`config.mk`:
```
export PLATFORM = sky130hd
export DESIGN_NAME = tag_tracker
export DESIGN_NICKNAME = d
export VERILOG_FILES = /design/src/rtl/tag_pkg.sv /design/src/rtl/slot_picker.sv /design/src/rtl/meta_ram.sv /design/src/rtl/index_buffer.sv /design/src/rtl/req_dispatch.sv /design/src/rtl/rsp_collect.sv /design/src/rtl/tag_tracker.sv
export SDC_FILE = /design/constraint.sdc
export NUM_CORES = 1
export LEC_CHECK = 0
export BUFFER_PORTS_ARGS = -buffer_cell sky130_fd_sc_hd__buf_4
export CORE_MARGIN = 2
export CORE_UTILIZATION = 37
export CTS_CLUSTER_SIZE = 28
export DETAILED_ROUTE_END_ITERATION = 10
export PLACE_DENSITY = 0.55
export SKIP_CTS_REPAIR_TIMING = 1
export SYNTH_ARGS = -nofsm -noshare
export SYNTH_HDL_FRONTEND = slang
export SYNTH_SLANG_ARGS = --single-unit
```
`constraint.sdc`:
```
create_clock -name clk -period 1.9 [get_ports clk]
set_input_delay 0.19 -clock clk [delete_from_list [all_inputs] [get_ports clk]]
set_output_delay 0.19 -clock clk [all_outputs]
set_load 0.1 [all_outputs]
```
`src/rtl/tag_pkg.sv`:
```
package tag_pkg;

    // bank and slot geometry.
    localparam int NUM_BANKS = 4;
    localparam int BANK_BITS = $clog2(NUM_BANKS);
    localparam int SLOTS     = 8;
    localparam int SLOT_BITS = $clog2(SLOTS);

    localparam int TAG_W = BANK_BITS + SLOT_BITS;

    // bank sits in the upper bits, slot in the lower bits.
    typedef struct packed {
        logic [BANK_BITS-1:0] bank;
        logic [SLOT_BITS-1:0] slot;
    } tag_fields_t;

    // memory tag, seen either as one word or as bank and slot.
    typedef union packed {
        logic [TAG_W-1:0] raw;
        tag_fields_t      fields;
    } mem_tag_t;

endpackage

```
`src/rtl/slot_picker.sv`:
```
`timescale 1ns/1ps

module slot_picker #(
    parameter int N = 8
) (
    input  logic [N-1:0]         in,
    output logic [$clog2(N)-1:0] index,
    output logic                 valid
);

    localparam int IDX_W = $clog2(N);

    // scan from the top so the lowest set bit wins.
    always_comb begin
        index = '0;
        valid = 1'b0;
        for (int i = N - 1; i >= 0; i--) begin
            if (in[i]) begin
                index = IDX_W'(i);
                valid = 1'b1;
            end
        end
    end

endmodule

```
`src/rtl/meta_ram.sv`:
```
`timescale 1ns/1ps

module meta_ram #(
    parameter int META_W = 8
) (
    input  logic                          clk,
    input  logic                          wren,
    input  logic [tag_pkg::SLOT_BITS-1:0] waddr,
    input  logic [META_W-1:0]             wdata,
    input  logic [tag_pkg::SLOT_BITS-1:0] raddr,
    output logic [META_W-1:0]             rdata
);

    import tag_pkg::*;

    logic [META_W-1:0] mem [SLOTS];

    always_ff @(posedge clk) begin
        if (wren) begin
            mem[waddr] <= wdata;
        end
    end

    assign rdata = mem[raddr]; // asynchronous read.

endmodule

```
`src/rtl/index_buffer.sv`:
```
`timescale 1ns/1ps

module index_buffer #(
    parameter int META_W = 8
) (
    input  logic                          clk,
    input  logic                          reset,

    input  logic                          acquire,
    input  logic [META_W-1:0]             acquire_meta,
    output logic [tag_pkg::SLOT_BITS-1:0] write_slot,

    input  logic                          release_slot,
    input  logic [tag_pkg::SLOT_BITS-1:0] release_addr,
    output logic [META_W-1:0]             read_meta,

    output logic                          empty,
    output logic                          full
);

    import tag_pkg::*;

    logic [SLOTS-1:0]     free_slots;   // one bit per slot, set when free.
    logic [SLOTS-1:0]     free_slots_n;
    logic [SLOT_BITS-1:0] free_index;
    logic                 free_valid;

    // bitmap after this cycle's release and acquire.
    always_comb begin
        free_slots_n = free_slots;
        if (release_slot) begin
            free_slots_n[release_addr] = 1'b1;
        end
        if (acquire) begin
            free_slots_n[write_slot] = 1'b0;
        end
    end

    slot_picker #(
        .N (SLOTS)
    ) picker (
        .in    (free_slots_n),
        .index (free_index),
        .valid (free_valid)
    );

    always_ff @(posedge clk) begin
        if (reset) begin
            free_slots <= '1;
            write_slot <= '0;
            empty      <= 1'b1;
            full       <= 1'b0;
        end else begin
            free_slots <= free_slots_n;
            write_slot <= free_index;
            empty      <= &free_slots_n;
            full       <= ~free_valid; // no free slot left.
        end
    end

    // metadata lands in the slot handed out this cycle.
    meta_ram #(
        .META_W (META_W)
    ) ram (
        .clk   (clk),
        .wren  (acquire),
        .waddr (write_slot),
        .wdata (acquire_meta),
        .raddr (release_addr),
        .rdata (read_meta)
    );

endmodule

```
`src/rtl/req_dispatch.sv`:
```
`timescale 1ns/1ps

module req_dispatch #(
    parameter int META_W = 8,
    parameter int ADDR_W = 16
) (
    input  logic                                           clk,
    input  logic                                           reset,

    input  logic                                           req_valid,
    input  logic [ADDR_W-1:0]                              req_addr,
    input  logic [META_W-1:0]                              req_meta,

    input  logic [tag_pkg::NUM_BANKS-1:0]                  bank_full,
    input  logic [tag_pkg::NUM_BANKS*tag_pkg::SLOT_BITS-1:0] write_slot,
    output logic [tag_pkg::NUM_BANKS-1:0]                  acquire,
    output logic [META_W-1:0]                              acquire_meta,

    output logic                                           req_drop,
    output logic                                           mem_req_valid,
    output logic [ADDR_W-1:0]                              mem_req_addr,
    output tag_pkg::mem_tag_t                              mem_req_tag
);

    import tag_pkg::*;

    logic [BANK_BITS-1:0] bank;
    logic                 accept;
    mem_tag_t             tag_n;

    assign bank   = req_addr[BANK_BITS-1:0]; // low address bits pick the bank.
    assign accept = req_valid && !bank_full[bank];

    always_comb begin
        acquire = '0;
        if (accept) begin
            acquire[bank] = 1'b1;
        end
    end

    assign acquire_meta = req_meta;

    always_comb begin
        tag_n.fields.bank = bank;
        tag_n.fields.slot = write_slot[bank*SLOT_BITS +: SLOT_BITS];
    end

    always_ff @(posedge clk) begin
        if (reset) begin
            mem_req_valid <= 1'b0;
            req_drop      <= 1'b0;
        end else begin
            mem_req_valid <= accept;
            req_drop      <= req_valid && bank_full[bank]; // full bank, request is lost.
        end
    end

    always_ff @(posedge clk) begin
        if (accept) begin
            mem_req_addr <= req_addr;
            mem_req_tag  <= tag_n;
        end
    end

endmodule

```
`src/rtl/rsp_collect.sv`:
```
`timescale 1ns/1ps

module rsp_collect #(
    parameter int META_W = 8,
    parameter int DATA_W = 32
) (
    input  logic                                     clk,
    input  logic                                     reset,

    input  logic                                     mem_rsp_valid,
    input  tag_pkg::mem_tag_t                        mem_rsp_tag,
    input  logic [DATA_W-1:0]                        mem_rsp_data,

    input  logic [tag_pkg::NUM_BANKS*META_W-1:0]     read_meta,
    output logic [tag_pkg::NUM_BANKS-1:0]            release_slot,
    output logic [tag_pkg::SLOT_BITS-1:0]            release_addr,

    output logic                                     rsp_valid,
    output logic [META_W-1:0]                        rsp_meta,
    output logic [DATA_W-1:0]                        rsp_data
);

    import tag_pkg::*;

    logic [BANK_BITS-1:0] bank;
    logic [META_W-1:0]    bank_meta;

    assign bank         = mem_rsp_tag.fields.bank;
    assign release_addr = mem_rsp_tag.fields.slot; // also the ram read address.

    always_comb begin
        release_slot = '0;
        if (mem_rsp_valid) begin
            release_slot[bank] = 1'b1;
        end
    end

    // metadata of the answering bank, read in the same cycle.
    assign bank_meta = read_meta[bank*META_W +: META_W];

    always_ff @(posedge clk) begin
        if (reset) begin
            rsp_valid <= 1'b0;
        end else begin
            rsp_valid <= mem_rsp_valid;
        end
    end

    always_ff @(posedge clk) begin
        if (mem_rsp_valid) begin
            rsp_meta <= bank_meta;
            rsp_data <= mem_rsp_data;
        end
    end

endmodule

```
`src/rtl/tag_tracker.sv`:
```
`timescale 1ns/1ps

module tag_tracker #(
    parameter int META_W = 8,
    parameter int ADDR_W = 16,
    parameter int DATA_W = 32
) (
    input  logic                          clk,
    input  logic                          reset,

    input  logic                          req_valid,
    input  logic [ADDR_W-1:0]             req_addr,
    input  logic [META_W-1:0]             req_meta,
    output logic                          req_drop,

    output logic                          mem_req_valid,
    output logic [ADDR_W-1:0]             mem_req_addr,
    output tag_pkg::mem_tag_t             mem_req_tag,

    input  logic                          mem_rsp_valid,
    input  tag_pkg::mem_tag_t             mem_rsp_tag,
    input  logic [DATA_W-1:0]             mem_rsp_data,

    output logic                          rsp_valid,
    output logic [META_W-1:0]             rsp_meta,
    output logic [DATA_W-1:0]             rsp_data,

    output logic [tag_pkg::NUM_BANKS-1:0] bank_full,
    output logic                          idle
);

    import tag_pkg::*;

    logic [NUM_BANKS-1:0]           acquire;
    logic [META_W-1:0]              acquire_meta;
    logic [NUM_BANKS*SLOT_BITS-1:0] write_slot;
    logic [NUM_BANKS-1:0]           release_slot;
    logic [SLOT_BITS-1:0]           release_addr;
    logic [NUM_BANKS*META_W-1:0]    read_meta;
    logic [NUM_BANKS-1:0]           bank_empty;

    req_dispatch #(
        .META_W (META_W),
        .ADDR_W (ADDR_W)
    ) dispatch (
        .clk           (clk),
        .reset         (reset),
        .req_valid     (req_valid),
        .req_addr      (req_addr),
        .req_meta      (req_meta),
        .bank_full     (bank_full),
        .write_slot    (write_slot),
        .acquire       (acquire),
        .acquire_meta  (acquire_meta),
        .req_drop      (req_drop),
        .mem_req_valid (mem_req_valid),
        .mem_req_addr  (mem_req_addr),
        .mem_req_tag   (mem_req_tag)
    );

    for (genvar b = 0; b < NUM_BANKS; b++) begin : g_bank
        index_buffer #(
            .META_W (META_W)
        ) buffer (
            .clk          (clk),
            .reset        (reset),
            .acquire      (acquire[b]),
            .acquire_meta (acquire_meta),
            .write_slot   (write_slot[b*SLOT_BITS +: SLOT_BITS]),
            .release_slot (release_slot[b]),
            .release_addr (release_addr),
            .read_meta    (read_meta[b*META_W +: META_W]),
            .empty        (bank_empty[b]),
            .full         (bank_full[b])
        );
    end

    rsp_collect #(
        .META_W (META_W),
        .DATA_W (DATA_W)
    ) collect (
        .clk           (clk),
        .reset         (reset),
        .mem_rsp_valid (mem_rsp_valid),
        .mem_rsp_tag   (mem_rsp_tag),
        .mem_rsp_data  (mem_rsp_data),
        .read_meta     (read_meta),
        .release_slot  (release_slot),
        .release_addr  (release_addr),
        .rsp_valid     (rsp_valid),
        .rsp_meta      (rsp_meta),
        .rsp_data      (rsp_data)
    );

    assign idle = &bank_empty; // nothing outstanding in any bank.

endmodule

```
==> results_dict.tcl <==
set metrics [dict create \
    synthesis.nets 978 \
    async_reset_ff_share_pct 0 \
    synth_warnings 0 \
    place_congestion 0.862 \
    ir_worst_vdd_uv 819 \
    powerDensity_nw_per_um2 996 \
    intPower_mw 14.3 \
    yosysSeqAreaShare_pct 72.4 \
    synth_ff_type "edfxtp_1" \
    seqPwrFrac_pct 47.6 \
    syn_avg_cell_area_um2 16.0 \
    post-route-min-period_ps 1880 \
    hold_violations 0 \
    synth_cell_types 84 \
    crit_path_start_kind "register" \
    critPathMaxFanout 1 \
    layout-drive-gt1-share_pct 34.4 \
    cts_made_buffers 41 \
    syn-cell-area_um2 14600 \
    maxCapViolations 0 \
    port_buffers 133 \
    wirelength_um 41300 \
    slew-limit-headroom_pct 61.8 \
    synth-edff-count 315 \
    p_clk_share_pct 41.6 \
    first_pass_iters 5 \
    finalInstanceArea_um2 19000 \
    worst_slack_ps 22.8 \
    hold_class "in2reg" \
    gr-total-overflow 0 \
    grt_pass1_wl_um 60000 \
    fmax_mhz 533 \
    netSwitchingFraction_pct 24.3 \
    synth_cells 913 \
    antenna_found_initial 3 \
    wl_per_cell_um 23.2 \
    clock-root-buffer "clkbuf_16" \
    path_clk_slew_ps 60 \
    rows 72 \
    ys_seq_elements 370 \
    grt_max_degree 40 \
    cts.sinks 370 \
    fill_cells 3322 \
    finalSetupViolCount 0 \
    die_y_um 202 \
    seqCellArea_um2 10600 \
    top_level_ports 134 \
    worst_pin_slew_ps 570 \
    grtUsageTotal_pct 19.8 \
    finalPower_mw 18.9 \
    worstSetupPathType "reg2reg" \
    vias 9430 \
    placed_cell_area_um2 17100 \
    htree_levels 2 \
    dp.final_hpwl_um 27900 \
    core_um2 38700 \
    power.net_switching_mw 4.60 \
    end_kind "register" \
    required_ps 2170 \
    die_x_um 202 \
    ant_nets 0 \
    synthToLayoutAreaGrowth_pct 30.3 \
    place_ws_ps -624 \
    status "finished clean" \
    die_area_um2 41000 \
    fin_skew_ps 11.0 \
    cts.path.max_buffers 3 \
    via_per_inst 5.31 \
    insertion_delay_ps 530 \
    rsz0062_at_grt "true" \
    start_util_pct 37.6 \
    finalCritPeriodShare_pct 98.8 \
    slew_violations 0 \
    p_leak_nw 6.76 \
    drc 0 \
    nNetsFinal 1291 \
    cts_tree "yes" \
    drt-initial-drc-count 827 \
    multi_input_area_um2 3760 \
    comb_power_share_pct 10.8 \
    grt_pass1_vias 9337 \
    critPathArrivalTime_ps 2140 \
]
-- power groups by stage --
stage	sequential (mW)	combinational (mW)	clock (mW)
after floorplan	9.86	0.518	0
after global placement	9.18	1.93	0
after detailed placement	9.18	1.94	0
after CTS	9.01	1.94	8.04
after global routing	9.02	2.12	8.38
final	9.01	2.04	7.88
-- cells by family (layout without fill, tap and decap cells) --
| kind of cell | Yosys count | count (layout) | synth area share, % |
|---|---|---|---|
| AO/OA/AOI/OAI | 222 | 222 | 10.5 |
| flip-flops | 370 | 370 | 72.4 |
| multiplexers | 66 | 66 | 5.93 |
| buffers and inverters | 59 | 404 | 2.34 |
| AND/OR/NAND/NOR | 196 | 196 | 8.73 |
| other | 0 | 1 | 0 |
-- state kept, by name, indices dropped and copies added (netlist names) --
register	cells
g_bank.buffer.free_slots	32
collect.rsp_data	32
collect.rsp_meta	8
g_bank.buffer.ram.mem	256
g_bank.buffer.empty	4
dispatch.mem_req_addr	15
g_bank.buffer.write_slot	12
dispatch.mem_req_tag	4
dispatch.mem_req_valid	1
g_bank.buffer.full	4
dispatch.req_drop	1
collect.rsp_valid	1
-- cell usage in the layout, fill, tap and decap left out, types with 15 or more instances in the layout --
| cell type | Yosys | routed |
|---|---|---|
| nor2_1 | 53 | 48 |
| o21ai_0 | 42 | 40 |
| clkbuf_16 | 0 | 41 |
| mux2i_1 | 20 | 20 |
| edfxtp_1 | 315 | 315 |
| buf_4 | 15 | 265 |
| a22oi_1 | 15 | 15 |
| a21oi_1 | 52 | 52 |
| mux2_2 | 26 | 26 |
| dlygate4sd3_1 | 0 | 49 |
| a221oi_1 | 29 | 25 |
| dfxtp_1 | 55 | 52 |
| nand2_1 | 22 | 22 |
-- synthesized netlist by cell type (10+ instances only) --
cell type	n	area share, %
a22oi_1	15	0.77
nor2_1	53	1.4
mux2i_1	20	1.4
mux4_2	13	2.0
nand2_1	22	0.57
a21oi_1	52	1.8
mux2_2	26	2.0
a22o_1	10	0.60
edfxtp_1	315	65
nor2b_1	10	0.43
dfxtp_1	55	7.6
clkbuf_1	18	0.46
o21ai_0	42	1.4
buf_4	15	0.77
buf_2	15	0.52
a221oi_1	29	1.7
-- area by class of cell --
cell class	count	area share (%)
sequential	370	55.6
multi-input combinational	484	19.8
timing repair buffer	324	14.1
clock buffer	55	5.73
tap	518	3.41
clock inverter	20	1.26
inverter	5	0.0988
antenna	1	0.0132
-- worst max-delay path, stage by stage, from the launching register on --
cell,delay (ps)
edfxtp_1,370
mux4_2,460
and2_1,170
a221o_1,300
o211ai_1,210
o41ai_1,110
-- metrics by stage --
step,cells,hold WS [ps],TNS [ps],util [%]
after global placement,1651,367,-4110,44.2
after global routing,1777,22.3,-75.7,49.0
after detailed placement,1651,368,-4140,44.2
final,1777,32.6,0,49.0
after floorplan,913,262,-322,-
after CTS,1726,-191,-236,47.6
-- layer usage --
| metal | track usage, % | vias up | part of all wire (%) |
|---|---|---|---|
| li1 | - | 4294 | - |
| met1 | 26.6 | 4682 | 43 |
| met2 | 32.2 | 377 | 48 |
| met3 | 4.17 | 73 | 6.3 |
| met4 | 6.49 | 4 | 2.6 |
| met5 | 1.31 | - | 0.065 |
-- path summary, 6_finish.rpt --
path,endpoint,from,depth (start not counted),slack (ps)
setup / recovery,collect.rsp_meta[1],g_bank[3].buffer.ram.mem[4][1],5,20
hold / removal,dispatch.req_drop,req_valid,2,30
setup reg to reg,collect.rsp_meta[1],g_bank[3].buffer.ram.mem[4][1],5,20
hold reg to reg,g_bank[0].buffer.free_slots[6],g_bank[0].buffer.free_slots[6],2,500
No activity file was read; power rests on OpenSTA's default activity.
